<file path="config.mk">
export PLATFORM = sky130hd
export DESIGN_NAME = fml_meter
export DESIGN_NICKNAME = d
export VERILOG_FILES = /design/src/video_mem_pkg.sv /design/src/fml_meter.sv
export SDC_FILE = /design/constraint.sdc
export NUM_CORES = 1
export LEC_CHECK = 0
export ABC_AREA = 1
export BUFFER_PORTS_ARGS = -buffer_cell sky130_fd_sc_hd__buf_4
export CORE_ASPECT_RATIO = 1.1
export CORE_UTILIZATION = 35
export CTS_CLUSTER_DIAMETER = 200
export DETAILED_ROUTE_END_ITERATION = 8
export GPL_TIMING_DRIVEN = 0
export PLACE_DENSITY = 0.65
export RECOVER_POWER = 100
export SETUP_SLACK_MARGIN = 0.05
export SLEW_MARGIN = 20
export SYNTH_ARGS = -nofsm -noshare
export SYNTH_HDL_FRONTEND = slang
export SYNTH_SLANG_ARGS = --single-unit
</file>
<file path="constraint.sdc">
create_clock -name sys_clk -period 1.6 [get_ports sys_clk]
set_clock_uncertainty 0.15 [all_clocks]
set_input_delay 0.32 -clock sys_clk [delete_from_list [all_inputs] [get_ports sys_clk]]
set_output_delay 0.32 -clock sys_clk [all_outputs]
set_load 0.1 [all_outputs]
</file>
<file path="src/video_mem_pkg.sv">
/*
 * Video memory subsystem definitions
 * Link, pixel and sizing constants, plus the request, response,
 * pixel beat and meter counter types shared by all blocks.
 */

`default_nettype none

package video_mem_pkg;

	// ----------------------------------------
	// Link and pixel sizing
	// ----------------------------------------
	localparam int FML_DEPTH = 10;
	localparam int FML_DATA_W = 64;
	localparam int FML_SEL_W = 8;
	localparam int PIXEL_W = 16;
	localparam int PIX_PER_WORD = 4;
	localparam int MEM_LATENCY = 2;
	localparam int VIN_FIFO_DEPTH = 8;
	localparam int FETCH_CREDIT_MAX = 8;

	// Arbiter masters, fetch has top priority
	localparam int N_MASTERS = 3;
	localparam int MASTER_FETCH = 0;
	localparam int MASTER_HOST = 1;
	localparam int MASTER_VIN = 2;

	// Derived counter widths
	localparam int GNT_W = $clog2(N_MASTERS);
	localparam int MEM_LAT_W = $clog2(MEM_LATENCY + 1);
	localparam int PIX_IDX_W = $clog2(PIX_PER_WORD);
	localparam int VIN_PTR_W = $clog2(VIN_FIFO_DEPTH);
	localparam int VIN_CNT_W = $clog2(VIN_FIFO_DEPTH + 1);
	localparam int FETCH_CREDIT_W = $clog2(FETCH_CREDIT_MAX + 1);

	// ----------------------------------------
	// Types
	// ----------------------------------------
	typedef logic [FML_DEPTH-1:0] fml_adr_t;

	// Raw word for memory and host, four pixels for the video units
	typedef union packed {
		logic [FML_DATA_W-1:0] raw;
		logic [PIX_PER_WORD-1:0][PIXEL_W-1:0] pix;
	} fml_word_u;

	typedef struct packed {
		logic stb;
		logic we;
		fml_adr_t adr;
		logic [FML_SEL_W-1:0] sel;
		fml_word_u dw;
	} fml_req_t;

	typedef struct packed {
		logic ack;
		fml_word_u dr;
	} fml_rsp_t;

	typedef struct packed {
		logic valid;
		logic [PIXEL_W-1:0] pix;
	} pix_beat_t;

	typedef logic [31:0] meter_count_t;

endpackage

`default_nettype wire

</file>
<file path="src/fml_meter.sv">
/*
 * Memory link usage meter
 * Counts cycles with the slave strobe high and completed transfers.
 */

`timescale 1ns/100ps
`default_nettype none

module fml_meter import video_mem_pkg::*; (
	input wire sys_clk,
	input wire trigger_reset,
	input wire stb_i,
	input wire ack_i,
	output meter_count_t busy_cycles_o,
	output meter_count_t transfers_o
);

	meter_count_t busy_q;
	meter_count_t xfer_q;

	always_ff @(posedge sys_clk) begin
		if (trigger_reset) begin
			busy_q <= '0;
			xfer_q <= '0;
		end else begin
			if (stb_i)
				busy_q <= busy_q + 1'b1;
			// One ack closes one transfer
			if (ack_i)
				xfer_q <= xfer_q + 1'b1;
		end
	end

	assign busy_cycles_o = busy_q;
	assign transfers_o = xfer_q;

endmodule

`default_nettype wire

</file>
* Word-level counts from Yosys, hierarchy flattened
Cells that the tools add are included.
** Cells by class
- Equal/unequal tests :: 0
- Add/subtract/negate cells :: 2
- Div/mod/pow operators :: 0
- Multiplexer cells :: 0
- Bitwise gates (word level) :: 0
- Magnitude comparators :: 0
- Multiply operators :: 0
- Reduce and logical (&&, ||, !) cells :: 0
- Shift operators :: 0
** Operators with widths (count)
- $add 32x1->32 const B :: 2
** Storage, ports and cells
- Input bits :: 4
- Bits in latches :: 0
- Output and inout port bits :: 64
- Memory bits (writable) :: 0
- Register bits after elaboration :: 64
- Memories :: 0
- ROM bits :: 0

* Logic depth before layout (Yosys ltp)
- Depth after elaboration :: 1
- Depth in mapped cells :: 9
- Depth with buffers taken out :: 9

* Worst setup path before layout
Ideal clock, no wire load.
- Path kind :: reg2reg
- From :: reg xfer_q[0], in the netlist transfers_o[0]
- To :: reg xfer_q[8], in the netlist transfers_o[8]
- Path slack :: -770 ps
- Data required time :: 1331 ps
- Cell stages (with the launch flop) :: 9
- Data arrival time :: 2100 ps
- Buffers on the path :: 0
- Clock period less this slack :: 2370 ps
- Setup time :: 119 ps
- Cells stage by stage :: dfxtp_1 > ha_1 > nand3_2 > nor2_2 > nand2_1 > nor2_1 > nand3_1 > nand2_1 > nor2_1
** Between the ends
- Cells in the longest elaborated chain, start to end :: 1
** RTL lines
- start: declaration :: RTL line fml_meter.sv:19 : meter_count_t xfer_q;
- start signal: assignment :: RTL line fml_meter.sv:30 : xfer_q <= xfer_q + 1'b1;
- $add 32x1->32 :: RTL line fml_meter.sv:30
No other way between the ends.
A chain may end at the register's enable or synchronous reset.

* Worst setup path in the final report
- From :: reg xfer_q[29], in the netlist transfers_o[29]
- To :: out transfers_o[29]
** RTL lines
- end: declaration :: RTL line fml_meter.sv:15 : output meter_count_t transfers_o
No word-level cell between the ends.

==> impl_metrics.csv <==
group,metric,value,unit
run_status,status,"finished clean",
timing,post-route-period-util,0.947,
yosys,synth_most_common_cell,"nand2_1",
global_route,grt_antenna_before_repair,0,
timing,timing.hold.ws,66.4,ps
yosys,async_flop_share,0,
clock_tree,post-cts-setup-buffers,0,
layout,final_nets,646,
pwr,p_total,3.29,mW
pwr,pwr-share-clk,0.470,
yosys,synth.avg_cell_area,6.38,um^2
timing,maxSlewHeadroom,0.582,
timing,rsz0062_at_grt,"yes",
place,port_buffers,65,
global_route,grt_max_degree,12,
global_route,grt_pass1_vias,3460,
drt,postRouteAntennaNets,0,
worst_setup_path,arrival,1050,ps
layout,num_antenna_cells,0,
layout,area_growth,33.9,%
layout,drive_gt1_frac,0.327,
worst_setup_path,rr_startpoint,"busy_cycles_o[13]$_SDFFE_PP0P_",
place,dpl.cell_count,748,
yosys,syn_inst,563,
pwr,intPower,2.45,mW
timing,setup_violations,0,
die,ios,68,
clock_tree,ctsHoldBuffers,0,
timing,tightestPinTransition,627,ps
yosys,synth-edff-count,0,
global_route,gr-usage-all-layers,0.197,
timing,report.final.slew_viol_count,0,
timing,fmax,660,MHz
worst_setup_path,startpoint_type,"register",
drt,vias,3794,
die,fp.coreArea,9940,um^2
worst_setup_path,worst-setup-path-type,"reg -> out",
global_route,overflow,0,
pwr,p_sw,0.842,mW
clock_tree,root_buffer,"clkbuf_8",
clock_tree,cts.clk_slew.worst_paths,80,ps
place,pre_cts_slack,24.1,ps
layout,fin_cells,765,
yosys,synth_area_leaders,"dfxtp_1 36%, nand2_1 14%, nor2_1 13%",
timing,fin_ws,84.2,ps
layout,fin_util,0.484,
pwr,seqPwrFrac,0.470,
clock_tree,cts_tree,"done",
yosys,yosys_warnings,0,
timing,hold_viol,0,
place,dpl.hpwl,7610,um
hold_path,hp-start,"stb_i",
yosys,synth-main-ff-cell,"dfxtp_1",
worst_setup_path,worstSetupEndpointType,"primary output",
yosys,ys_seq_area_frac,0.357,
yosys,synth.distinct_cells,30,
clock_tree,worstSkewPairLatency,350,ps
die,dieWidth,98.6,um
worst_setup_path,critPathLaunch,"transfers_o[29]$_SDFFE_PP0P_",
yosys,synth_top_cells_by_count,"137 x nand2_1, 122 x nor2_1, 64 x dfxtp_1",
worst_setup_path,cp_slowest_cell,"dfxtp_2",
die,die_area,10700,um^2
pwr,cellLeakagePower,1.91,nW
place,globalplace.congestion,0.926,
clock_tree,clk_path_buf_depth,2,
yosys,synth_seq_cells,64,
pwr,switching_share,0.256,
die,die_h,108,um
drt,vias_per_cell,4.96,
yosys,syn_nets,569,
timing,period_needed,1520,ps
drt,wire_per_inst,13.3,um
yosys,syn-cell-area,3590,um^2
drt,drt_iter0_drc,158,
pwr,powerDensity,684,nW/um^2
die,rows,38,
worst_setup_path,path_max_fanout,5,
drt,routed_wirelength,10100,um
drt,drcViolationCount,0,
yosys,synth_top_area_share,0.357,
worst_setup_path,cpPeakStageDelay,390,ps
hold_path,hp-class,"in -> reg",
clock_tree,clock_sinks,64,
clock_tree,htree_levels,3,
worst_setup_path,path_buf_inv,1,
global_route,grt_pass1_wl,16500,um
pwr,peakVddDrop,0.338,mV
pwr,p_comb_frac,0.060,
worst_setup_path,path_delay_family,"flip-flops",
worst_setup_path,crit_path_cell_trace,"buf_4",
die,initial_utilization,0.361,
clock_tree,numCtsBuffers,9,
drt,drt-pass1-iter-count,6,
layout,nFillCells,1000,
worst_setup_path,crit_required,1130,ps
run,max_cap_violations,0,
yosys,synth_top_area_cell,"dfxtp_1",
what timing repair did:
action                                  CTS  global route
endpoints found under the setup margin    3            22
pin swaps                                 1             3
endpoints found under the hold margin     0             0
resized for setup                         2            23
cloned                                    1             0
registers in the layout, summed over array words and instances, names as in the netlist:
register and flops:
busy_cycles_o 32, transfers_o 32
placed cells by master (no fill, tap or decap), types with 14 or more instances in the layout:
cell,netlist,final
nand2_1,137,133
nor2_1,122,112
buf_4,2,61
inv_1,61,60
dfxtp_4,0,48
nand3_1,38,36
a21oi_1,32,32
nand4_1,21,21
nor2_4,10,18
nor2_2,13,16
o21ai_0,15,15
dfxtp_2,0,14
layout make-up:
class	instances	area, um^2	share of cell area
clock buffers	10	128	0.0265
clock inverters	6	83.8	0.0174
flip-flops and latches	64	1480	0.307
well taps	120	150	0.0312
inverters	65	244	0.0507
repair buffers	65	510	0.106
plain buffers	10	51.3	0.0107
multi-input cells	425	2160	0.450
per-stage QoR:
| step | setup TNS, ps | area (um^2) |
|---|---|---|
| 2_1_floorplan | -120 | 3850 |
| 3_3_place_gp | 0 | 4490 |
| 3_5_place_dp | 0 | 4490 |
| 4_1_cts | 0 | 4720 |
| 5_1_grt | -17.2 | 4810 |
| 6_report | 0 | 4810 |
final timing paths:
| check | depth (start not counted) | slack (ps) | endpoint |
|---|---|---|---|
| worst max-delay path | 1 | 80 | transfers_o[29] |
| worst min-delay path | 2 | 70 | busy_cycles_o[1]$_SDFFE_PP0P_ |
| worst max register to register | 7 | 90 | busy_cycles_o[24]$_SDFFE_PP0P_ |
| worst min register to register | 1 | 320 | busy_cycles_o[3]$_SDFFE_PP0P_ |
routing by layer:
| layer | vias to the layer above | routed length (um) | track usage | share of wire |
|---|---|---|---|---|
| li1 | 1940 | - | - | - |
| met3 | 23 | 544 | 0.0362 | 0.054 |
| met4 | 0 | 267 | 0.102 | 0.026 |
| met5 | - | 0 | 0 | 0 |
| met2 | 112 | 4990 | 0.352 | 0.49 |
| met1 | 1719 | 4340 | 0.225 | 0.43 |
power groups by stage:
stage / clock (mW) / combinational [mW] / sequential (mW)
floorplan: 0 / 0.0778 / 1.65
global placement: 0 / 0.192 / 1.58
detailed placement: 0 / 0.196 / 1.58
CTS: 1.58 / 0.197 / 1.55
global route: 1.65 / 0.214 / 1.55
finish: 1.54 / 0.197 / 1.55
cells by family (layout without fill, tap and decap cells):
group / after synthesis / after routing / synth area share
compound gates: 52 / 52 / 0.0759
simple gates: 366 / 367 / 0.468
fa+ha+maj: 2 / 2 / 0.00697
flops: 64 / 64 / 0.357
buf+inv: 75 / 156 / 0.0825
xor+xnor: 4 / 4 / 0.00975
No activity file was read; power rests on OpenSTA's default activity.
