## src/video_mem_pkg.sv

```systemverilog
/*
 * Video memory subsystem definitions
 * Link, pixel and sizing constants, plus the request, response,
 * pixel beat and meter counter types shared by all blocks.
 */

`default_nettype none

package video_mem_pkg;

	// ----------------------------------------
	// Link and pixel sizing
	// ----------------------------------------
	localparam int FML_DEPTH = 10;
	localparam int FML_DATA_W = 64;
	localparam int FML_SEL_W = 8;
	localparam int PIXEL_W = 16;
	localparam int PIX_PER_WORD = 4;
	localparam int MEM_LATENCY = 2;
	localparam int VIN_FIFO_DEPTH = 8;
	localparam int FETCH_CREDIT_MAX = 8;

	// Arbiter masters, fetch has top priority
	localparam int N_MASTERS = 3;
	localparam int MASTER_FETCH = 0;
	localparam int MASTER_HOST = 1;
	localparam int MASTER_VIN = 2;

	// Derived counter widths
	localparam int GNT_W = $clog2(N_MASTERS);
	localparam int MEM_LAT_W = $clog2(MEM_LATENCY + 1);
	localparam int PIX_IDX_W = $clog2(PIX_PER_WORD);
	localparam int VIN_PTR_W = $clog2(VIN_FIFO_DEPTH);
	localparam int VIN_CNT_W = $clog2(VIN_FIFO_DEPTH + 1);
	localparam int FETCH_CREDIT_W = $clog2(FETCH_CREDIT_MAX + 1);

	// ----------------------------------------
	// Types
	// ----------------------------------------
	typedef logic [FML_DEPTH-1:0] fml_adr_t;

	// Raw word for memory and host, four pixels for the video units
	typedef union packed {
		logic [FML_DATA_W-1:0] raw;
		logic [PIX_PER_WORD-1:0][PIXEL_W-1:0] pix;
	} fml_word_u;

	typedef struct packed {
		logic stb;
		logic we;
		fml_adr_t adr;
		logic [FML_SEL_W-1:0] sel;
		fml_word_u dw;
	} fml_req_t;

	typedef struct packed {
		logic ack;
		fml_word_u dr;
	} fml_rsp_t;

	typedef struct packed {
		logic valid;
		logic [PIXEL_W-1:0] pix;
	} pix_beat_t;

	typedef logic [31:0] meter_count_t;

endpackage

`default_nettype wire

```

## src/fml_arbiter.sv

```systemverilog
/*
 * Memory link arbiter
 * Grants the shared link to one of three masters. The fetch master
 * always wins, host and capture take turns. The grant is registered
 * and held until the slave acknowledges.
 */

`timescale 1ns/100ps
`default_nettype none

module fml_arbiter import video_mem_pkg::*; (
	input wire sys_clk,
	input wire trigger_reset,
	input wire fml_req_t m_req_i [N_MASTERS],
	output fml_rsp_t m_rsp_o [N_MASTERS],
	input wire fml_rsp_t s_rsp_i,
	output fml_req_t s_req_o
);

	logic gnt_vld;
	logic [GNT_W-1:0] gnt_idx;
	logic rr_vin_first;
	logic fetch_req;
	logic host_req;
	logic vin_req;

	assign fetch_req = m_req_i[MASTER_FETCH].stb;
	assign host_req = m_req_i[MASTER_HOST].stb;
	assign vin_req = m_req_i[MASTER_VIN].stb;

	// ----------------------------------------
	// Grant selection
	// ----------------------------------------
	always_ff @(posedge sys_clk) begin
		if (trigger_reset) begin
			gnt_vld <= 1'b0;
			gnt_idx <= '0;
			rr_vin_first <= 1'b0;
		end else if (gnt_vld) begin
			// Transfer open until the slave acks
			if (s_rsp_i.ack)
				gnt_vld <= 1'b0;
		end else if (fetch_req) begin
			gnt_vld <= 1'b1;
			gnt_idx <= GNT_W'(MASTER_FETCH);
		end else if (vin_req && (rr_vin_first || !host_req)) begin
			gnt_vld <= 1'b1;
			gnt_idx <= GNT_W'(MASTER_VIN);
			rr_vin_first <= 1'b0;
		end else if (host_req) begin
			gnt_vld <= 1'b1;
			gnt_idx <= GNT_W'(MASTER_HOST);
			rr_vin_first <= 1'b1;
		end
	end

	// ----------------------------------------
	// Request and response routing
	// ----------------------------------------
	always_comb begin
		s_req_o = '0;
		if (gnt_vld)
			s_req_o = m_req_i[gnt_idx];
	end

	// Read data goes to all, ack only to the granted master
	always_comb begin
		for (int i = 0; i < N_MASTERS; i++) begin
			m_rsp_o[i].dr = s_rsp_i.dr;
			m_rsp_o[i].ack = gnt_vld && (gnt_idx == GNT_W'(i)) && s_rsp_i.ack;
		end
	end

endmodule

`default_nettype wire

```

## config.mk

```make
export PLATFORM = sky130hd
export DESIGN_NAME = fml_arbiter
export DESIGN_NICKNAME = d
export VERILOG_FILES = /design/src/video_mem_pkg.sv /design/src/fml_arbiter.sv
export SDC_FILE = /design/constraint.sdc
export NUM_CORES = 1
export LEC_CHECK = 0
export ABC_AREA = 1
export CAP_MARGIN = 20
export CORE_AREA = 3 3 234 236
export CTS_CLUSTER_DIAMETER = 40
export CTS_CLUSTER_SIZE = 28
export DETAILED_ROUTE_END_ITERATION = 6
export DIE_AREA = 0 0 237 239
export DONT_BUFFER_PORTS = 1
export HOLD_SLACK_MARGIN = 0.02
export PLACE_DENSITY = 0.3
export REMOVE_ABC_BUFFERS = 1
export SLEW_MARGIN = 30
export SYNTH_ARGS = -nofsm -noshare
export SYNTH_HDL_FRONTEND = slang
export SYNTH_SLANG_ARGS = --single-unit
```

## constraint.sdc

```tcl
create_clock -name sys_clk -period 1.9 [get_ports sys_clk]
set_clock_uncertainty 0.1 [all_clocks]
set_input_delay 0.38 -clock sys_clk [delete_from_list [all_inputs] [get_ports sys_clk]]
set_output_delay 0.38 -clock sys_clk [all_outputs]
set_load 0.01 [all_outputs]
```

# == Yosys cells after proc, flatten, opt, wreduce, memory -nomap -nowiden ==
# Index checks and enable logic that the tools add are counted.
# word_totals
out_inout_bits,279
reg_bits,4
elab_cells,37
input_bits,319
# classes
reduce_logical,14
n_bitwise,3
eq_ne,2
n_lt_le_gt_ge,1
muxes,14
# ops
operator,n
two-way mux 84 bit,3
binary-select mux 84 bit (select 2 bit),1
logical AND 1 bit,7
two-way mux 1 bit,7
two-way mux 2 bit,3
>= comparator 3 bit (second input constant),1
inverter 2 -> 3 bit,1
AND reduction 3 bit,1
nonzero test 3 bit,1
equality test 2 x 1 -> 1 bit (second input constant),1
equality test 2 bit (second input constant),1
zero test 2 bit,1
inverter 1 bit,2
AND reduction 2 bit,1
nonzero test 2 bit,1
zero test 1 bit,1
logical OR 1 bit,1

# == Longest topological paths before layout ==
# depth
ltp_word,6
ltp_mapped,8
mapped_depth_nobuf,6

# == Least setup slack after synthesis ==
# No wires, ideal clock.
# synth_path
path_kind,flip-flop to output port
from,register gnt_vld
to,output port s_req_o[28] in the netlist's numbering
setup_slack_ns,0.257
arrival_time_ns,1.163
required_time_ns,1.420
stages_incl_launch_ff,6
n_path_buf,3
cell_sequence,dfxtp_1 > clkbuf_1 > clkbuf_1 > clkbuf_1 > nand2_1 > inv_1
# synth_rtl
item,line,rtl
from (decl),fml_arbiter.sv:20,logic gnt_vld;
from (signal assigned),fml_arbiter.sv:36,gnt_vld <= 1'b0;
from (signal assigned),fml_arbiter.sv:42,gnt_vld <= 1'b0;
from (signal assigned),fml_arbiter.sv:44,gnt_vld <= 1'b1;
to (decl),fml_arbiter.sv:17,output fml_req_t s_req_o

==> impl_metrics.csv <==
group,metric,value,unit
setup_path,cp-start-kind,"flip-flop",
worst_hold_path,min-delay-start,"trigger_reset",
yosys,synthArstFlopShare,0,%
clocking,cts_hold_buf,0,
place,io_buffers,0,
power_and_ir_drop,power,1560,uW
setup_path,path_max_fanout,23,
die,dieWidth,237,microns
clocking,cts_num_sinks,4,
yosys,synth_cell_types,16,
setup_path,worst_path_max_delay_cell,"dfxtp_2",
timing,finalHoldViolCount,0,
setup_path,path_class,"reg -> out",
timing,rsz0062_at_grt,"true",
yosys,synth_ff_type,"dfxtp_1",
drt,drcViolationCount,0,
drt,avgRoutedWirePerCell,31.6,microns
yosys,yosysWarnings,0,
yosys,ys_seq_elements,4,
setup_path,cp_top_family,"buffers and inverters",
power_and_ir_drop,vdd_drop_max,298,uV
global_route,antenna_found_initial,0,
clocking,cts_root_buffer,"clkbuf_16",
clocking,clock_latency,0.23,ns
timing,setup_viol,79,
run_status,violations,"negative setup slack",
clocking,htreeDepth,1,
yosys,ys_seq_area_share,2.10,%
setup_path,crit_start,"gnt_idx[1]",
yosys,synth_area_leaders,"buf_4, nand2_1, nand3_1",
yosys,muxShareOfSynthArea,0,%
setup_path,critical_path_arrival,1.61,ns
final_layout,nets,919,
place,gp_congestion,0.889,
drt,via_per_inst,3.41,
global_route,grt_pass1_vias,3996,
timing,period_minus_slack,2.09,ns
global_route,grt_pass1_wl,46.2,mm
yosys,synth_compound_area_share,0.655,%
die,initial_core_util,7.25,%
yosys,syn_area_per_cell,4.99,sq um
timing,worst_slack,-0.194,ns
timing,fmax,478,MHz
run_status,status,"finished, violations left",
drt,dr.pass1.iters,4,
timing,tightest_slew,0.325,ns
timing,slew_viol_final,0,
yosys,synthAdderAreaFrac,0,%
timing,hold_ws,0.105,ns
die,die_height,239,microns
drt,wirelength,40.7,mm
global_route,grt_start_max_net_pins,47,
setup_path,cp_slowest_stage_delay,0.33,ns
die,dieArea,56600,sq um
drt,antenna_left,0,
final_layout,fill_cells,6233,
setup_path,crit_required,1.42,ns
yosys,netlist_area,3820,sq um
setup_path,path_buf_inv,4,
clocking,cts_made_buffers,3,
power_and_ir_drop,leakagePower,0.00218,uW
global_route,grt_overflow,0,
final_layout,multiInputGateArea,2080,sq um
die,rows,84,
global_route,gr-usage-all-layers,12.6,%
timing,period_share,110,%
drt,vias,4387,
clocking,clockBufferDepth,2,
yosys,synth_top_family_by_area,"buffers and inverters",
worst_hold_path,min_path_type,"in -> reg",
setup_path,r2r_start,"gnt_vld",
final_layout,n_antenna_cell,0,
final_layout,areaGrowthSynthToFinish,15.9,%
die,core-area,52700,sq um
yosys,syn_inst,766,
clocking,cts_tree,"built",
yosys,yosys.area_share.simple,46.2,%
power_and_ir_drop,power_density,352,nW/um^2
drt,drt_iter0_markers,279,
final_layout,drive_gt1_share,36.4,%
timing,maxSlewHeadroom,78.3,%
yosys,yosysTopAreaCellShare,38.1,%
run,maxCapViolCount,0,
setup_path,crit_top_cell,"buf_12",
place,dp_hpwl,33.8,mm
setup_path,cp_cell_sequence,"buf_12 -> nor2_4 -> buf_12 -> buf_12 -> nand2_1 -> nand3_2 -> nand2_1 -> inv_2",
yosys,synth_edf_count,0,
yosys,synthXorXnorAreaFrac,0,%
yosys,yosys.area.top_type,"buf_4",
final_layout,register_area,86.3,sq um
die,ios,598,
yosys,netlist_top_cells_count,"nand2_1, buf_4, inv_1",
setup_path,crit_path_end_kind,"output pin",
yosys,synth_most_common_cell,"nand2_1",
clocking,path_clk_slew,0.03,ns
flip-flops by register name (all words and copies together) (netlist names):
name          count
gnt_idx           2
gnt_vld           1
rr_vin_first      1
repair_timing:
item,4_1_cts,5_1_grt
gates resized for setup,127,47
pin swaps,3,1
buffers inserted,10,9
cloned,3,9
setup endpoints to repair,82,83
hold endpoints to repair,0,0
area by class of cell:
class	instances	share of cell area (%)
multi-input cells	444	47.0
repair buffers	58	22.3
well taps	688	19.4
inverters	89	7.54
flip-flops and latches	4	1.95
clock buffers	4	1.78
cell usage in the layout, fill, tap and decap left out:
cell       Yosys  layout
clkbuf_1      11       1
or2_2          1       1
clkbuf_16      0       9
buf_8          0       5
dfxtp_4        0       1
nor2_1         3       2
buf_6          0       4
nand2_1      345     316
nor3_1         3       3
buf_12         0      23
nand4_1        1       1
bufbuf_16      0       1
dfxtp_1        4       1
a21oi_1        4       4
nand3_1       84      46
dfxtp_2        0       2
nand2_2        0      27
inv_2          2      83
nor2_4         0       3
o21ai_0        1       1
inv_1         87       6
buf_16         0       4
buf_4        194      15
nand3_2        0      38
nand2_4        0       2
cells by family (layout without fill, tap and decap cells):
| logic type | after synthesis | count (layout) |
|---|---|---|
| compound gates | 5 | 5 |
| buf+inv | 318 | 151 |
| flops | 4 | 4 |
| simple gates | 439 | 439 |
per-layer routing:
| layer | track usage [%] | wire length, microns | share of wire, % | vias to the layer above |
|---|---|---|---|---|
| met5 | 7.58 | 546 | 1.3 | - |
| met4 | 0.825 | 198 | 0.49 | 10 |
| met3 | 14.3 | 9640 | 24 | 26 |
| met2 | 20.8 | 18700 | 46 | 617 |
| met1 | 10.1 | 11600 | 28 | 1985 |
| li1 | - | - | - | 1749 |
metrics by stage:
| step | utilization (%) | setup TNS [ns] | setup slack (ns) | instance area (sq um) | std cells |
|---|---|---|---|---|---|
| after floorplan | - | -163.76 | -1.90 | 2210 | 537 |
| after global placement | 6.74 | -0.160 | -0.102 | 3550 | 1253 |
| after detailed placement | 6.74 | -0.222 | -0.128 | 3550 | 1253 |
| after CTS | 7.61 | -10.61 | -0.210 | 4010 | 1270 |
| after global routing | 8.41 | -16.73 | -0.260 | 4430 | 1287 |
| final | 8.41 | -9.68 | -0.194 | 4430 | 1287 |
power by group:
group          internal, uW  total (uW)  switching (uW)
registers              91.1         104            13.2
clock network           278         347            69.2
logic                   438        1110             670
total                   807        1560             752
final timing paths:
path            endpoint  slack, ns  depth (start not counted)
min reg2reg   gnt_idx[0]       0.37                          2
min              gnt_vld       0.11                          1
max          s_req_o[26]      -0.19                          8
max reg2reg      gnt_vld       0.49                          4
No activity file was read; power rests on OpenSTA's default activity.
