`config.mk`:
```
export PLATFORM = sky130hd
export DESIGN_NAME = fb_fetch
export DESIGN_NICKNAME = d
export VERILOG_FILES = /design/src/video_mem_pkg.sv /design/src/fb_fetch.sv
export SDC_FILE = /design/constraint.sdc
export NUM_CORES = 1
export LEC_CHECK = 0
export BUFFER_PORTS_ARGS = -buffer_cell sky130_fd_sc_hd__buf_2
export CAP_MARGIN = 20
export CORE_MARGIN = 3
export CORE_UTILIZATION = 48
export DETAILED_ROUTE_END_ITERATION = 10
export GPL_TIMING_DRIVEN = 0
export PLACE_DENSITY = 0.8
export SLEW_MARGIN = 20
export SYNTH_ARGS = -nofsm -noshare
export SYNTH_HDL_FRONTEND = slang
export SYNTH_SLANG_ARGS = --single-unit
```
`constraint.sdc`:
```
create_clock -name sys_clk -period 4.3 [get_ports sys_clk]
set_input_delay 0.43 -clock sys_clk [delete_from_list [all_inputs] [get_ports sys_clk]]
set_output_delay 0.43 -clock sys_clk [all_outputs]
set_load 0.01 [all_outputs]
```
`src/video_mem_pkg.sv`:
```
/*
 * Video memory subsystem definitions
 * Link, pixel and sizing constants, plus the request, response,
 * pixel beat and meter counter types shared by all blocks.
 */

`default_nettype none

package video_mem_pkg;

	// ----------------------------------------
	// Link and pixel sizing
	// ----------------------------------------
	localparam int FML_DEPTH = 10;
	localparam int FML_DATA_W = 64;
	localparam int FML_SEL_W = 8;
	localparam int PIXEL_W = 16;
	localparam int PIX_PER_WORD = 4;
	localparam int MEM_LATENCY = 2;
	localparam int VIN_FIFO_DEPTH = 8;
	localparam int FETCH_CREDIT_MAX = 8;

	// Arbiter masters, fetch has top priority
	localparam int N_MASTERS = 3;
	localparam int MASTER_FETCH = 0;
	localparam int MASTER_HOST = 1;
	localparam int MASTER_VIN = 2;

	// Derived counter widths
	localparam int GNT_W = $clog2(N_MASTERS);
	localparam int MEM_LAT_W = $clog2(MEM_LATENCY + 1);
	localparam int PIX_IDX_W = $clog2(PIX_PER_WORD);
	localparam int VIN_PTR_W = $clog2(VIN_FIFO_DEPTH);
	localparam int VIN_CNT_W = $clog2(VIN_FIFO_DEPTH + 1);
	localparam int FETCH_CREDIT_W = $clog2(FETCH_CREDIT_MAX + 1);

	// ----------------------------------------
	// Types
	// ----------------------------------------
	typedef logic [FML_DEPTH-1:0] fml_adr_t;

	// Raw word for memory and host, four pixels for the video units
	typedef union packed {
		logic [FML_DATA_W-1:0] raw;
		logic [PIX_PER_WORD-1:0][PIXEL_W-1:0] pix;
	} fml_word_u;

	typedef struct packed {
		logic stb;
		logic we;
		fml_adr_t adr;
		logic [FML_SEL_W-1:0] sel;
		fml_word_u dw;
	} fml_req_t;

	typedef struct packed {
		logic ack;
		fml_word_u dr;
	} fml_rsp_t;

	typedef struct packed {
		logic valid;
		logic [PIXEL_W-1:0] pix;
	} pix_beat_t;

	typedef logic [31:0] meter_count_t;

endpackage

`default_nettype wire

```
`src/fb_fetch.sv`:
```
/*
 * Framebuffer scan-out reader
 * Reads a run of words from memory and sends them out as a credited
 * pixel stream, pixel 0 of each word first.
 */

`timescale 1ns/100ps
`default_nettype none

module fb_fetch import video_mem_pkg::*; (
	input wire sys_clk,
	input wire trigger_reset,
	input wire fml_adr_t base_i,
	input wire fml_adr_t words_i,
	input wire start_i,
	input wire fml_rsp_t rsp_i,
	input wire credit_i,
	output fml_req_t req_o,
	output pix_beat_t pix_o,
	output logic done_o
);

	fml_adr_t rd_adr;
	fml_adr_t words_left;
	fml_word_u word_q;
	logic active;
	logic stb_q;
	logic word_vld;
	logic done_q;
	logic [PIX_IDX_W-1:0] pix_idx;
	logic [FETCH_CREDIT_W-1:0] credits;
	logic pix_fire;
	logic last_pix;

	assign pix_fire = word_vld && (credits != '0);
	assign last_pix = pix_idx == PIX_IDX_W'(PIX_PER_WORD - 1);

	// ----------------------------------------
	// Word fetch and pixel sequencing
	// ----------------------------------------
	always_ff @(posedge sys_clk) begin
		if (trigger_reset) begin
			active <= 1'b0;
			stb_q <= 1'b0;
			word_vld <= 1'b0;
			done_q <= 1'b0;
			pix_idx <= '0;
			rd_adr <= '0;
			words_left <= '0;
		end else begin
			done_q <= 1'b0;
			if (start_i && !active) begin
				active <= words_i != '0;
				stb_q <= words_i != '0;
				rd_adr <= base_i;
				words_left <= words_i;
				pix_idx <= '0;
			end
			if (stb_q && rsp_i.ack) begin
				stb_q <= 1'b0;
				word_vld <= 1'b1;
				rd_adr <= rd_adr + 1'b1;
				words_left <= words_left - 1'b1;
			end
			if (pix_fire) begin
				pix_idx <= pix_idx + 1'b1;
				if (last_pix) begin
					word_vld <= 1'b0;
					// Next word only once this one is drained
					if (words_left == '0) begin
						active <= 1'b0;
						done_q <= 1'b1;
					end else begin
						stb_q <= 1'b1;
					end
				end
			end
		end
	end

	always_ff @(posedge sys_clk) begin
		if (stb_q && rsp_i.ack)
			word_q <= rsp_i.dr;
	end

	// Credit count, saturating
	always_ff @(posedge sys_clk) begin
		if (trigger_reset) begin
			credits <= '0;
		end else begin
			case ({credit_i, pix_fire})
				2'b10: if (credits != FETCH_CREDIT_W'(FETCH_CREDIT_MAX))
					credits <= credits + 1'b1;
				2'b01: credits <= credits - 1'b1;
				default: ;
			endcase
		end
	end

	always_comb begin
		req_o = '0;
		req_o.stb = stb_q;
		req_o.adr = rd_adr;
		req_o.sel = '1;
	end

	assign pix_o.valid = pix_fire;
	assign pix_o.pix = word_q.pix[pix_idx];
	assign done_o = done_q;

endmodule

`default_nettype wire

```
# After elaboration in Yosys (flattened, before gate mapping)
# Index checks and enable logic that the tools add are counted.
# totals
reg_bits	94
inputBits	89
output_inout_bits	102
# op_classes
add_sub_neg	5
n_lt_le_gt_ge	1
n_eq_ne	5
mux	23
bitwise	2
n_reduce_logical	12
# op_table
cell	count
10-bit two-way mux	4
16-bit binary-select mux with 2-bit select	1
16-bit two-way mux	1
1-bit two-way mux	13
10-bit by 1-bit adder with 10-bit output (second input constant)	1
10-bit zero test	1
10-bit nonzero test	1
10-bit by 1-bit subtractor with 10-bit output (second input constant)	1
4-bit case mux with 2 select lines	1
2-bit nonzero test	3
4-bit by 1-bit adder with 4-bit output (second input constant)	1
2-bit == test (second input constant)	2
2-bit two-way mux	2
4-bit two-way mux	1
4-bit != test (second input constant)	1
4-bit nonzero test	1
4-bit by 1-bit subtractor with 4-bit output (second input constant)	1
1-bit logical AND	3
2-bit by 3-bit < comparator with 1-bit output (second input constant)	1
3-bit OR reduction	1
2-bit by 1-bit adder with 2-bit output (second input constant)	1
2-bit by 1-bit == test with 1-bit output (second input constant)	1
2-bit != test (second input constant)	1
1-bit inverter	2
other kinds (2)	2

# Longest topological paths before layout
# logic_depth
word_depth	7
depth_mapped	9

# Least setup slack after synthesis
# No wires, ideal clock.
# synth_path
path_type	input-to-reg
startpoint	input rsp_i[64] in the netlist's numbering
endpoint	register rd_adr[0]
setup_ns	0.128
arrival_ns	3.403
t_required_ns	4.172
setup_slack_ns	0.769
stages	7
path_cell_list	nand2_1 -> buf_4 -> inv_1 -> clkbuf_1 -> nor2_1 -> a221oi_1 -> nor2_1
# synth_between
elab_chain_len	2
word_cells_on_any_way	3
classes_between	1 x mux; 2 x reduce/logical
# synth_rtl
item	line_no	source
start: declaration	fb_fetch.sv:16	input wire fml_rsp_t rsp_i,
1-bit logical AND (*)	fb_fetch.sv:59	if (stb_q && rsp_i.ack) begin
10-bit two-way mux or 2-bit nonzero test (tied branches)	--	
end signal: assignment	fb_fetch.sv:55	rd_adr <= base_i;
end signal: assignment	fb_fetch.sv:62	rd_adr <= rd_adr + 1'b1;
end: declaration	fb_fetch.sv:23	fml_adr_t rd_adr;
# Every way passes the cells marked *; elsewhere a longest branch is shown, timed or not.
# A chain may end at the register's enable or synchronous reset.

==> impl_metrics.env <==
export IMPL_clkTransAtPathRegs_ns=0.10
export IMPL_synth_top_area_cell="edfxtp_1"
export IMPL_fmax_mhz=351.0
export IMPL_synth_seq_area_share_pct=55.61
export IMPL_ys_top_cells_by_count="78 x buf_4, 64 x edfxtp_1, 30 x dfxtp_1, 30 x nor2_1, 16 x mux4_2"
export IMPL_power_uw=1969
export IMPL_yosysMostFrequentCell="buf_4"
export IMPL_syn_inst=371
export IMPL_grt_pass1_wl_um=15080
export IMPL_crit_type="register to output port"
export IMPL_synth_edf_count=64
export IMPL_slew_viol_final=0
export IMPL_cpPeakStageDelay_ns=0.57
export IMPL_place_congestion=0.8635
export IMPL_critPathMostFrequentCell="buf_2"
export IMPL_cts_sinks=94
export IMPL_post_dp_hpwl_um=7619
export IMPL_track_usage_pct=18.37
export IMPL_layout_nets=662
export IMPL_cts_root_buf="clkbuf_8"
export IMPL_synth_distinct_cells=49
export IMPL_dr_pass1_iters=4
export IMPL_drt_iter0_drc=178
export IMPL_power_leakage_uw=0.002493
export IMPL_io_pins=191
export IMPL_async_reset_ff_share_pct=0
export IMPL_via_per_inst=4.889
export IMPL_placed_area_mm2=0.005537
export IMPL_die_area_mm2=0.01065
export IMPL_die_width_um=103.2
export IMPL_wl_per_cell_um=14.68
export IMPL_status="complete, no violations"
export IMPL_p_sw_share_pct=26.49
export IMPL_core_mm2=0.008934
export IMPL_p_clk_share_pct=30.6
export IMPL_cts_tree="done"
export IMPL_p_comb_share_pct=16.3
export IMPL_crit_chain="clkbuf_1, buf_2, mux4_2, buf_2"
export IMPL_synth_top_cell_area_share_pct=42.37
export IMPL_cts_setup_buffers=0
export IMPL_whs_ns=0.2421
export IMPL_cts_hold_buf=0
export IMPL_grt_max_degree=39
export IMPL_grt_overflow=0
export IMPL_antenna_found_initial=0
export IMPL_ys_ff_latch=94
export IMPL_dieHeight_um=103.2
export IMPL_seqPwrFrac_pct=53.2
export IMPL_port_buffer_count=115
export IMPL_crit_slowest_cell="clkbuf_1"
export IMPL_postLayoutCoreUtil_pct=64.26
export IMPL_synth_main_ff_cell="edfxtp_1"
export IMPL_hp_class="input port to register"
export IMPL_fin_skew_ns=0.006868
export IMPL_cp_end_kind="output port"
export IMPL_maxSlewHeadroom_pct=47.55
export IMPL_initial_core_util_pct=50.77
export IMPL_crit_required_ns=3.87
export IMPL_p_int_uw=1447
export IMPL_irDropWorstVdd_uv=164.3
export IMPL_period_minus_slack_ns=2.849
export IMPL_syn_area_mm2=0.004536
export IMPL_rows=34
export IMPL_ctsResizeCount=0
export IMPL_dr_total_vias=3334
export IMPL_drc=0
export IMPL_synth_area_per_cell_um2=12.23
export IMPL_rsz0062_at_grt="false"
export IMPL_critPathMaxFanout=10
export IMPL_yosysWarnings=0
export IMPL_cp_num_buf_inv=3
export IMPL_max_cap_violations=0
export IMPL_final_cell_count_no_fill=682
export IMPL_clock_latency_ns=0.35
export IMPL_critPathTopFamily="buffers and inverters"
export IMPL_hold_violations=0
export IMPL_ant_nets=0
export IMPL_power_density_mw_per_mm2=343.0
export IMPL_cp_data_arrival_time_ns=2.42
export IMPL_fin_area_mm2=0.005741
export IMPL_synthTopCellsByArea="edfxtp_1 42%, dfxtp_1 13%, buf_4 13%, mux4_2 7.9%, nor2_1 2.5%"
export IMPL_area_delta_synth_final_pct=26.57
export IMPL_drt_total_wl_um=10010
export IMPL_numCtsBuffers=9
export IMPL_min_period_over_period_pct=66.25
export IMPL_dp_cells=666
export IMPL_htreeDepth=3
export IMPL_cp_start_kind="register"
export IMPL_grt_pass1_vias=3071
export IMPL_clk_path_buf_depth=2
export IMPL_p_sw_uw=521.7
export IMPL_drive_above_1_share_pct=40.24
export IMPL_setup_viol=0
export IMPL_max_slew_worst_pin_slew_ns=0.7814
export IMPL_antennaDiodeCount=0
==> routing by layer <==
| layer | vias to the layer above | GRT usage (%) | share of wire [%] |
|---|---|---|---|
| li1 | 1626 | - | - |
| met2 | 148 | 33.65 | 52 |
| met1 | 1558 | 21.74 | 39 |
| met5 | - | 0 | 0 |
| met3 | 2 | 4.963 | 8.8 |
| met4 | 0 | 3.586 | 0.24 |
==> logic make-up (layout without fill, tap and decap cells) <==
| logic type | Yosys count | count (layout) | synth area share (%) |
|---|---|---|---|
| buf+inv | 101 | 233 | 14.90 |
| other cells | 2 | 73 | 0.1656 |
| fa+ha+maj | 4 | 4 | 1.103 |
| simple gates | 91 | 91 | 10.07 |
| mux | 19 | 19 | 8.607 |
| compound gates | 56 | 56 | 8.773 |
| flops | 94 | 94 | 55.61 |
| xor+xnor | 4 | 4 | 0.7726 |
==> worst paths after layout <==
check                              startpoint            end  slack [ns]  cells past startpoint
worst min register to register  words_left[7]  words_left[7]        0.51                      1
worst max-delay path               pix_idx[0]       pix_o[9]        1.45                      4
worst min-delay path                rsp_i[30]     word_q[30]        0.24                      1
worst max register to register     credits[1]     credits[2]        1.89                      9
==> area by class of cell <==
type | count | area [um^2]
Timing Repair Buffer | 116 | 595.6
Buffer | 92 | 645.6
Clock buffer | 9 | 123.9
Inverter | 9 | 33.78
Tap cell | 108 | 135.1
Sequential cell | 94 | 2522
Fill cell | 716 | 3193
Clock inverter | 7 | 80.08
Multi-Input combinational cell | 247 | 1604
==> power groups by stage <==
stage | registers (uW) | logic, uW | clock network [uW]
floorplan | 1060 | 221 | 0
global placement | 1070 | 302 | 0
detailed placement | 1070 | 315 | 0
CTS | 1050 | 318 | 618
global route | 1050 | 357 | 657
finish | 1050 | 321 | 602
==> per-stage QoR <==
stage                     TNS [ns]  worst slack [ns]
after floorplan                  0            0.7690
after detailed placement         0             1.784
final                            0             1.451
after CTS                        0             1.375
after global placement      -3.104           -0.4821
after global routing             0             1.232
==> state kept, by name (all words and copies together) (netlist names) <==
| register | flops |
|---|---|
| rd_adr | 10 |
| active | 1 |
| pix_idx | 2 |
| done_o | 1 |
| stb_q | 1 |
| word_q | 64 |
| words_left | 10 |
| word_vld | 1 |
| credits | 4 |
==> worst register-to-register path: cells and delay by family (launching register included) <==
| kind | cells | cell delay (ns) |
|---|---|---|
| AOI/OAI and AO/OA | 3 | 0.69 |
| xor gates and xnor gates | 1 | 0.13 |
| adders and majority gates | 1 | 0.21 |
| buffers and inverters | 2 | 0.23 |
| DFF | 1 | 0.31 |
| and+or+nand+nor | 2 | 0.76 |
==> cells in the final DEF (no fill, tap or decap), types with 5 or more instances in the layout <==
cell,Yosys,layout
buf_2,3,118
or3_1,6,6
clkbuf_8,0,9
nand3_1,6,6
clkbuf_1,10,9
nor3_1,7,7
edfxtp_1,64,64
conb_1,2,73
mux4_2,16,16
a21oi_1,15,15
nor2_1,30,30
nor4_1,8,8
dfxtp_1,30,30
buf_4,78,78
a211oi_1,5,5
nand2_1,15,15
inv_1,9,9
o21ai_0,6,6
Power figures use the tool's default switching activity.
