===== src/video_mem_pkg.sv =====
/*
 * Video memory subsystem definitions
 * Link, pixel and sizing constants, plus the request, response,
 * pixel beat and meter counter types shared by all blocks.
 */

`default_nettype none

package video_mem_pkg;

	// ----------------------------------------
	// Link and pixel sizing
	// ----------------------------------------
	localparam int FML_DEPTH = 10;
	localparam int FML_DATA_W = 64;
	localparam int FML_SEL_W = 8;
	localparam int PIXEL_W = 16;
	localparam int PIX_PER_WORD = 4;
	localparam int MEM_LATENCY = 2;
	localparam int VIN_FIFO_DEPTH = 8;
	localparam int FETCH_CREDIT_MAX = 8;

	// Arbiter masters, fetch has top priority
	localparam int N_MASTERS = 3;
	localparam int MASTER_FETCH = 0;
	localparam int MASTER_HOST = 1;
	localparam int MASTER_VIN = 2;

	// Derived counter widths
	localparam int GNT_W = $clog2(N_MASTERS);
	localparam int MEM_LAT_W = $clog2(MEM_LATENCY + 1);
	localparam int PIX_IDX_W = $clog2(PIX_PER_WORD);
	localparam int VIN_PTR_W = $clog2(VIN_FIFO_DEPTH);
	localparam int VIN_CNT_W = $clog2(VIN_FIFO_DEPTH + 1);
	localparam int FETCH_CREDIT_W = $clog2(FETCH_CREDIT_MAX + 1);

	// ----------------------------------------
	// Types
	// ----------------------------------------
	typedef logic [FML_DEPTH-1:0] fml_adr_t;

	// Raw word for memory and host, four pixels for the video units
	typedef union packed {
		logic [FML_DATA_W-1:0] raw;
		logic [PIX_PER_WORD-1:0][PIXEL_W-1:0] pix;
	} fml_word_u;

	typedef struct packed {
		logic stb;
		logic we;
		fml_adr_t adr;
		logic [FML_SEL_W-1:0] sel;
		fml_word_u dw;
	} fml_req_t;

	typedef struct packed {
		logic ack;
		fml_word_u dr;
	} fml_rsp_t;

	typedef struct packed {
		logic valid;
		logic [PIXEL_W-1:0] pix;
	} pix_beat_t;

	typedef logic [31:0] meter_count_t;

endpackage

`default_nettype wire


===== src/vin_capture.sv =====
/*
 * Video input capture writer
 * Receives a credited pixel stream into a small FIFO, packs four
 * pixels per word and writes the words to memory upward from base.
 */

`timescale 1ns/100ps
`default_nettype none

module vin_capture import video_mem_pkg::*; (
	input wire sys_clk,
	input wire trigger_reset,
	input wire fml_adr_t base_i,
	input wire pix_beat_t pix_i,
	input wire fml_rsp_t rsp_i,
	output logic credit_o,
	output fml_req_t req_o
);

	logic [PIXEL_W-1:0] fifo_mem [VIN_FIFO_DEPTH];
	logic [VIN_PTR_W-1:0] wr_ptr;
	logic [VIN_PTR_W-1:0] rd_ptr;
	logic [VIN_CNT_W-1:0] fifo_cnt;
	logic [VIN_CNT_W-1:0] owed;
	logic [PIX_IDX_W-1:0] pack_idx;
	fml_word_u pack_q;
	fml_adr_t wr_adr;
	logic credit_q;
	logic stb_q;
	logic push;
	logic pop;
	logic give;

	assign push = pix_i.valid;
	// Packing pauses while a word write is open
	assign pop = (fifo_cnt != '0) && !stb_q;
	assign give = owed != '0;

	// ----------------------------------------
	// FIFO and credit return
	// ----------------------------------------
	always_ff @(posedge sys_clk) begin
		if (trigger_reset) begin
			wr_ptr <= '0;
			rd_ptr <= '0;
			fifo_cnt <= '0;
			// Full FIFO worth of credits owed after reset
			owed <= VIN_CNT_W'(VIN_FIFO_DEPTH);
			credit_q <= 1'b0;
		end else begin
			credit_q <= give;
			if (push)
				wr_ptr <= wr_ptr + 1'b1;
			if (pop)
				rd_ptr <= rd_ptr + 1'b1;
			case ({push, pop})
				2'b10: fifo_cnt <= fifo_cnt + 1'b1;
				2'b01: fifo_cnt <= fifo_cnt - 1'b1;
				default: ;
			endcase
			case ({give, pop})
				2'b10: owed <= owed - 1'b1;
				2'b01: owed <= owed + 1'b1;
				default: ;
			endcase
		end
	end

	// ----------------------------------------
	// Packing and word writes
	// ----------------------------------------
	always_ff @(posedge sys_clk) begin
		if (trigger_reset) begin
			pack_idx <= '0;
			stb_q <= 1'b0;
			wr_adr <= base_i;
		end else begin
			if (pop) begin
				pack_idx <= pack_idx + 1'b1;
				if (pack_idx == PIX_IDX_W'(PIX_PER_WORD - 1))
					stb_q <= 1'b1;
			end
			if (stb_q && rsp_i.ack) begin
				stb_q <= 1'b0;
				wr_adr <= wr_adr + 1'b1;
			end
		end
	end

	always_ff @(posedge sys_clk) begin
		if (push)
			fifo_mem[wr_ptr] <= pix_i.pix;
		if (pop)
			pack_q.pix[pack_idx] <= fifo_mem[rd_ptr];
	end

	always_comb begin
		req_o = '0;
		req_o.stb = stb_q;
		req_o.we = 1'b1;
		req_o.adr = wr_adr;
		req_o.sel = '1;
		req_o.dw = pack_q;
	end

	assign credit_o = credit_q;

endmodule

`default_nettype wire


===== config.mk =====
export PLATFORM = sky130hd
export DESIGN_NAME = vin_capture
export DESIGN_NICKNAME = d
export VERILOG_FILES = /design/src/video_mem_pkg.sv /design/src/vin_capture.sv
export SDC_FILE = /design/constraint.sdc
export NUM_CORES = 1
export LEC_CHECK = 0
export BUFFER_PORTS_ARGS = -buffer_cell sky130_fd_sc_hd__buf_4
export CORE_MARGIN = 3
export CORE_UTILIZATION = 30
export CTS_BUF_LIST = sky130_fd_sc_hd__clkbuf_4
export DETAILED_ROUTE_END_ITERATION = 8
export PLACE_DENSITY_LB_ADDON = 0.1
export SLEW_MARGIN = 15
export SYNTH_ARGS = -nofsm -noshare
export SYNTH_HDL_FRONTEND = slang
export SYNTH_SLANG_ARGS = --single-unit
export TNS_END_PERCENT = 10

===== constraint.sdc =====
create_clock -name sys_clk -period 6.9 [get_ports sys_clk]
set_clock_uncertainty 0.05 [all_clocks]
set_input_delay 2.07 -clock sys_clk [delete_from_list [all_inputs] [get_ports sys_clk]]
set_output_delay 2.07 -clock sys_clk [all_outputs]
set_load 0.1 [all_outputs]

# Yosys cells after proc, flatten, opt, wreduce, memory -nomap -nowiden
# Memory sizes are Yosys's and may differ from the RTL's. A register that Yosys moved wholly into a read port is not among the register bits.
# Index checks and enable logic that the tools add are counted.
[word_totals]
output_inout_bits = 85
rom_bits = 0
reg_bits = 92
elab_cells = 47
input_bits = 94
latch_bits = 0
ram_bits = 128
mem_count = 1
[classes]
reduce_logical = 11
order_cmp = 2
n_shift = 0
bitwise_logic = 0
n_mux = 11
div_mod_pow = 0
eq_ne = 5
add_sub_neg = 8
n_mul = 0
[mem_list]
columns = ["memory", "words", "width", "read_ports", "rd_ports_with_merged_regs", "write_ports", "line", "text"]
rows = [
  ["fifo_mem", 8, 16, 1, 1, 1, "vin_capture.sv:20", "logic [PIXEL_W-1:0] fifo_mem [VIN_FIFO_DEPTH];"],
]
[op_table]
columns = ["operator", "count"]
rows = [
  ["$bwmux W64", 1],
  ["$demux W16 S2", 1],
  ["$mux W10", 2],
  ["$mux W16", 1],
  ["$pmux W4 S2", 2],
  ["$add A10 B1 Y10 const B", 1],
  ["$add A4 B1 Y4 const B", 2],
  ["$reduce_bool A4 Y1", 2],
  ["$sub A4 B1 Y4 const B", 2],
  ["$add A3 B1 Y3 const B", 2],
  ["$eq A2 B2 Y1 const B", 3],
  ["$mux W3", 2],
  ["$reduce_bool A2 Y1", 3],
  ["$eq A2 B1 Y1 const B", 2],
  ["$logic_and A1 B1 Y1", 3],
  ["$lt A2 B3 Y1 const B", 1],
  ["$add A2 B1 Y2 const B", 1],
  ["$ge A2 B1 Y1 const B", 1],
  ["$mux W1", 2],
  ["$reduce_and A2 Y1", 1],
  ["$reduce_or A2 Y1", 1],
  ["$logic_not A1 Y1", 1],
]

# Longest topological paths before layout
# Gate-level depths: netlist of the first run.
[depth]
ltp_word = 5
depth_mapped = 9
ltp_nobuf = 9

# Least setup slack after synthesis of the first run
# Ideal clock, no wire load.
[synth_timing]
path_kind = "input port to flip-flop"
from = "in pix_i[16] (netlist bit)"
to = "mem fifo_mem[0][0], enable pin"
n_path_buf = 0
stages = 2
arrival_ns = 3.298
slack_ns = 3.142
required_ns = 6.441
setup_ns = 0.409
path_cell_list = "nand2b_1 nor3_1"
[synth_between]
elab_chain_len = 2
[synth_lines]
columns = ["item", "line", "text"]
rows = [
  ["start, declared", "vin_capture.sv:14", "input wire pix_beat_t pix_i,"],
  ["$mux W1", "vin_capture.sv:91", "if (push)"],
  ["$mux W1 (not written as such)", "vin_capture.sv:92", "fifo_mem[wr_ptr] <= pix_i.pix;"],
  ["end, declared", "vin_capture.sv:20", ""],
]
# No other way between the ends.

# Worst setup path in the final report of the first run
[layout_timing]
from = "reg stb_q"
to = "out req_o[83] (netlist bit)"
[layout_lines]
columns = ["item", "line", "text"]
rows = [
  ["start, declared", "vin_capture.sv:29", "logic stb_q;"],
  ["start signal, assigned", "vin_capture.sv:75", "stb_q <= 1'b0;"],
  ["start signal, assigned", "vin_capture.sv:81", "stb_q <= 1'b1;"],
  ["start signal, assigned", "vin_capture.sv:84", "stb_q <= 1'b0;"],
  ["end, declared", "vin_capture.sv:17", "output fml_req_t req_o"],
]
# No word-level cell between the ends.

==> metrics.md, run 1 <==
| Metric | Value |
|---|---|
| Mean Syn Cell Area | 19.6 um2 |
| Max Cap Viol | 0 |
| WL final | 17600 um |
| R2r worst-path depth | 9 |
| Crit path kind | reg2out |
| Async SR Flop Fraction | 0 |
| Hold Crit Class | reg2reg |
| # port buffers | 105 |
| Final Hold Viols | 0 |
| CP arrival | 1.42 ns |
| Row Count | 61 |
| Number of nets in the layout | 698 |
| Worst-path clk slew | 0.06 ns |
| Synth Area in Adders | 0.0191 |
| Minimum clock period | 3.54 ns |
| Post-CTS Resized | 0 |
| Die Width | 175 um |
| Critical path, cell by cell | buf_4 |
| Combinational family with the most area after synthesis | multiplexers |
| Commonest cells after routing, fill and taps aside | edfxtp_1 (202), buf_4 (112), clkbuf_4 (87) |
| Critical path peak fanout | 6 |
| Smallest hold slack | 0.471 ns |
| Area fraction in compound gates after synthesis | 0.0164 |
| FF-to-FF End | owed[3]$_SDFFE_PP1P_ |
| Placed cell area | 9740 um2 |
| Die height | 175 um |
| Post-Syn Area | 8540 um2 |
| DR WL/cell | 17.3 um |
| Hold buffer count at CTS | 0 |
| Worst-margin pin slew | 1.09 ns |
| Slack of the critical path | 3.36 ns |
| Largest net degree at the start of global routing | 41 |
| First-pass GRT wire length | 26300 um |
| Number of synthesized flops with an enable pin | 202 |
| Core area | 27900 um2 |
| Leak pwr | 3.73 nW |
| DRC viols | 0 |
| Yosys warns | 0 |
| Clock tree sinks | 223 |
| Placed wire-length estimate | 10400 um |
| Synth Area in XOR/XNOR | 0.0185 |
| Final setup viols | 0 |
| Instance count on the critical path | 1 |
| Initial Utilization | 0.306 |
| Max Fclk | 0.282 GHz |
| Area delta synth->final | 22.7% |
| Initial antenna violation count | 1 |
| H-tree depth | 2 |
| Slew Limit Headroom | 0.274 |
| Sequential-to-total area share from yosys stat | 0.760 |
| Crit. End Element | primary output |
| Final period util | 0.513 |
| Max VDD drop | 0.126 mV |
| Total power | 0.00449 W |
| Vias in the first global route | 4604 |
| CP startpoint | stb_q$_SDFFE_PP0P_ |
| Simple-gate share of the synthesized area | 0.0388 |
| Startpoint Class | flop |
| CP top delay family | flip-flops |
| Run status | complete, no violations |
| Top FF cell, synth | edfxtp_1 |
| Final GP Congestion | 0.720 |
| Worst setup path endpoint | req_o[83] |
| DP Worst Slack | 3.19 ns |
| Design area | 10500 um2 |
| Critical Path RT | 4.78 ns |
| RSZ-0062 raised after global routing | no |
| R2R setup slack | 4.23 ns |
| Multiplexer share of the synthesized area | 0.125 |
| Cell variety after synth | 37 |
| Most common cell after layout, fill and taps aside | edfxtp_1 |
| Layout cell share with drive strength beyond 1 | 0.361 |
| CTS tree | built |
| Final TNS setup | 0 ns |
| Power per cell area | 429 nW/um2 |
| Via count of the routed design | 4401 |
| Io pins | 179 |
| Remaining antenna violation count after routing | 0 |
| FF+latch count, synth | 223 |
| Via density | 4.34 |
| Cts bufs inserted | 58 |
| Slowest-stage cell, CP | dfxtp_1 |
| Hold depth | 2 |
| Reg2reg start | fifo_cnt[0]$_SDFFE_PP0P_ |
| GRT Resource Usage Total | 0.114 |
| Cells after Synth | 436 |
| CP Buf/Inv Count | 1 |
| Longest Clk Path Bufs | 3 |
| Global route overflow | 0 |
| Root buf cell | clkbuf_4 |
| Die area | 30500 um2 |
| Crit-path max cell delay | 0.44 ns |
| DRT iter0 DRCs | 217 |
| Post-CTS setup buffers | 0 |
| Max-slew violation count | 0 |
| DR pass1 iterations | 4 |
| Worst-Skew Late Latency | 0.67 ns |
-- cell families (layout without fill, tap and decap cells) --
kind of cell	Yosys count	after routing
flip-flops	223	223
AND/OR/NAND/NOR	71	71
multiplexers	54	54
buffers and inverters	31	222
AO/OA/AOI/OAI	25	25
XOR/XNOR	18	18
adder cells (fa/ha/maj)	13	13
other	1	10
-- cell usage after synthesis, drive strengths merged, types with 6 or more instances --
library cell  number  area (um2)
o21ai             12        60.1
inv                6        22.5
a21oi              7        35.0
ha                13         163
mux4              32         826
xnor2             11        96.3
dfxtp             21         420
xor2               7        61.3
mux2              18         203
nand2             15        56.3
buf               18         135
edfxtp           202        6070
clkbuf             7        27.5
nor2              28         108
-- worst min-delay path by stage --
stage	slack (ns)	from	to
2_1_floorplan	0.43	owed[3]$_SDFFE_PP1P_	credit_o$_SDFF_PP0_
3_3_place_gp	0.46	pack_idx[1]$_SDFFE_PP0P_	pack_idx[1]$_SDFFE_PP0P_
3_5_place_dp	0.46	rd_ptr[2]$_SDFFE_PP0P_	rd_ptr[2]$_SDFFE_PP0P_
4_1_cts	0.48	rd_ptr[2]$_SDFFE_PP0P_	rd_ptr[2]$_SDFFE_PP0P_
5_1_grt	0.50	rd_ptr[2]$_SDFFE_PP0P_	rd_ptr[2]$_SDFFE_PP0P_
6_report	0.47	pack_idx[1]$_SDFFE_PP0P_	pack_idx[1]$_SDFFE_PP0P_
-- layer usage --
metal | global-route usage | wire (um) | vias up
met3 | 0.0372 | 1140 | 41
met1 | 0.136 | 7490 | 2174
met2 | 0.192 | 8580 | 132
met5 | 0 | 0 | -
met4 | 0.0432 | 370 | 0
li1 | - | - | 2054
-- where the power goes --
| group | leakage [nW] | switching, W | internal [W] | total [W] |
|---|---|---|---|---|
| clock network | 0.437 | 0.000515 | 0.000575 | 0.00109 |
| logic | 1.27 | 0.00115 | 0.000410 | 0.00156 |
| registers | 2.02 | 0.000116 | 0.00173 | 0.00185 |
| total | 3.73 | 0.00178 | 0.00272 | 0.00449 |
-- per-stage QoR --
step | util | std cells
after detailed placement | 0.349 | 909
after floorplan | - | 444
after CTS | 0.375 | 1013
after global placement | 0.349 | 909
final | 0.375 | 1014
after global routing | 0.375 | 1014
-- registers in the layout, indices dropped and copies added (netlist names), named ones only --
| signal | cells |
|---|---|
| credit_o | 1 |
| pack_idx | 2 |
| rd_ptr | 3 |
| owed | 4 |
| wr_adr | 10 |
| pack_q | 64 |
| fifo_mem | 128 |
| stb_q | 1 |
| fifo_cnt | 4 |
| wr_ptr | 3 |
-- layout make-up --
type | count | area, um2
inverters | 6 | 22.5
fillers | 2672 | 17500
repair buffers | 112 | 841
well taps | 378 | 473
diodes | 1 | 2.50
clock inverters | 17 | 76.3
flip-flops and latches | 223 | 6490
multi-input cells | 190 | 1920
clock buffers | 87 | 653
No activity file was read; power rests on OpenSTA's default activity.
==> inputs of run 2 (changes only) <==
Clock period 6.9 ns to 3 ns, I/O delays scaled along.
==> metrics.md, run 2 (same netlist as run 1, synthesis figures left out) <==
| Metric | Value |
|---|---|
| Layout cell share with drive strength beyond 1 | 0.357 |
| Area delta synth->final | 23.3% |
| H-tree depth | 2 |
| Root buf cell | clkbuf_4 |
| Worst-Skew Late Latency | 0.66 ns |
| CTS tree | built |
| Critical Path RT | 3.52 ns |
| Leak pwr | 3.77 nW |
| Max Cap Viol | 0 |
| WL final | 17300 um |
| Placed cell area | 9800 um2 |
| # port buffers | 105 |
| Post-CTS setup buffers | 0 |
| Critical path, cell by cell | nor4_1, buf_4, nor2_2, ha_1, inv_1, ha_1, a21oi_1, a211oi_1, a31oi_1, mux2i_1 |
| Hold Crit Class | in2reg |
| RSZ-0062 raised after global routing | no |
| Max reg flops | 128 |
| Final period util | 0.815 |
| Commonest cells after routing, fill and taps aside | edfxtp_1 (202), buf_4 (122), clkbuf_4 (79) |
| DR pass1 iterations | 4 |
| Max VDD drop | 0.301 mV |
| Minimum clock period | 2.45 ns |
| DRC viols | 0 |
| Number of nets in the layout | 707 |
| Switching share of power | 0.398 |
| DRT iter0 DRCs | 166 |
| Switch Pwr | 0.00410 W |
| Global route overflow | 0 |
| R2r worst-path depth | 10 |
| Via density | 4.32 |
| R2R setup slack | 0.55 ns |
| Placed wire-length estimate | 10300 um |
| Run status | complete, no violations |
| Clock Power Share | 0.235 |
| Reg2reg start | fifo_cnt[1]$_SDFFE_PP0P_ |
| Slowest-stage cell, CP | dfxtp_1 |
| Die Width | 175 um |
| Most used cell, CP | ha_1 |
| Worst-margin pin slew | 0.594 ns |
| Final setup viols | 0 |
| Hold buffer count at CTS | 0 |
| First-pass GRT wire length | 25900 um |
| Startpoint Class | flop |
| Design area | 10500 um2 |
| Via count of the routed design | 4443 |
| Comb power frac | 0.364 |
| Largest net degree at the start of global routing | 41 |
| FF-to-FF End | owed[3]$_SDFFE_PP1P_ |
| Die area | 30500 um2 |
| Most common cell after layout, fill and taps aside | edfxtp_1 |
| Critical path peak fanout | 7 |
| Hold depth | 1 |
| Most flop-heavy register | fifo_mem |
| Vias in the first global route | 4642 |
| Initial Utilization | 0.306 |
| Pint | 0.00621 W |
| Io pins | 179 |
| CP startpoint | fifo_cnt[1]$_SDFFE_PP0P_ |
| Crit. End Element | flop |
| Max-slew violation count | 0 |
| Row Count | 61 |
| Crit path kind | reg2reg |
| Slew Limit Headroom | 0.604 |
| Worst Hold Launch | pix_i[14] |
| Clock tree sinks | 223 |
| Hold EP | fifo_mem[0][14]$_DFFE_PP_ |
| DR WL/cell | 16.8 um |
| Final Hold Viols | 0 |
| Crit-path max cell delay | 0.44 ns |
| Remaining antenna violation count after routing | 0 |
| Longest Clk Path Bufs | 3 |
| CP arrival | 2.97 ns |
| Initial antenna violation count | 1 |
| Final TNS setup | 0 ns |
| Reg power frac | 0.401 |
| Post-CTS Resized | 0 |
| Power per cell area | 980 nW/um2 |
| Final GP Congestion | 0.722 |
| GRT Resource Usage Total | 0.112 |
| Max Fclk | 0.409 GHz |
| Core area | 27900 um2 |
| Die height | 175 um |
| Worst-path clk slew | 0.07 ns |
| Cts bufs inserted | 57 |
## run 2: cell count changes in the layout (fill, tap and decap cells not counted), sizes merged
cell / before / now
clkbuf: 87 / 79
clkinv: 17 / 28
inv: 6 / 7
buf: 112 / 122
## run 2: cell type report
cell class / instances / area [um2]
fill: 2663 / 17400
sequential: 223 / 6490
multi-input combinational: 190 / 1900
timing repair buffer: 122 / 916
clock buffer: 79 / 593
tap: 378 / 473
clock inverter: 29 / 124
inverter: 6 / 22.5
antenna: 1 / 2.50
## run 2: worst max-delay path by stage
stage                                           to  slack (ns)  depth (start not counted)
after detailed placement  fifo_cnt[2]$_SDFFE_PP0P_        0.47                          9
final                         owed[3]$_SDFFE_PP1P_        0.55                         10
after floorplan           fifo_mem[0][0]$_DFFE_PP_        0.41                          2
after global routing          owed[3]$_SDFFE_PP1P_        0.28                         10
after CTS                 fifo_cnt[2]$_SDFFE_PP0P_        0.52                         10
after global placement    fifo_cnt[2]$_SDFFE_PP0P_        0.52                          9
## run 2: critical path, delay by kind of cell (launching register included)
kind,cells,cell delay [ns]
compound gates,3,0.51
simple gates,2,0.37
fa+ha+maj,2,0.56
mux,1,0.19
flops,1,0.44
buf+inv,2,0.22
## run 2: per-layer routing
layer,track usage,part of all wire,vias to the layer above
met5,0,0,-
met2,0.188,0.49,129
met1,0.134,0.43,2192
met4,0.0439,0.021,0
li1,-,-,2087
met3,0.0350,0.058,35
## run 2: metrics by stage
stage          cells  hold slack (ns)   util  power, W  setup WS, ns
3_5_place_dp     919            0.470  0.351   0.00800         0.471
6_report        1028            0.414  0.377    0.0103         0.554
4_1_cts         1027            0.332  0.377    0.0105         0.521
3_3_place_gp     919            0.461  0.351   0.00794         0.525
2_1_floorplan    444            0.426      -   0.00711         0.412
5_1_grt         1028            0.331  0.377    0.0109         0.277
## run 2: power groups by stage
stage / registers [W] / clock network, W / logic (W)
after floorplan: 0.00583 / 0 / 0.00128
after CTS: 0.00414 / 0.00255 / 0.00381
after global routing: 0.00417 / 0.00272 / 0.00396
after global placement: 0.00419 / 0 / 0.00375
after detailed placement: 0.00421 / 0 / 0.00380
final: 0.00413 / 0.00243 / 0.00375
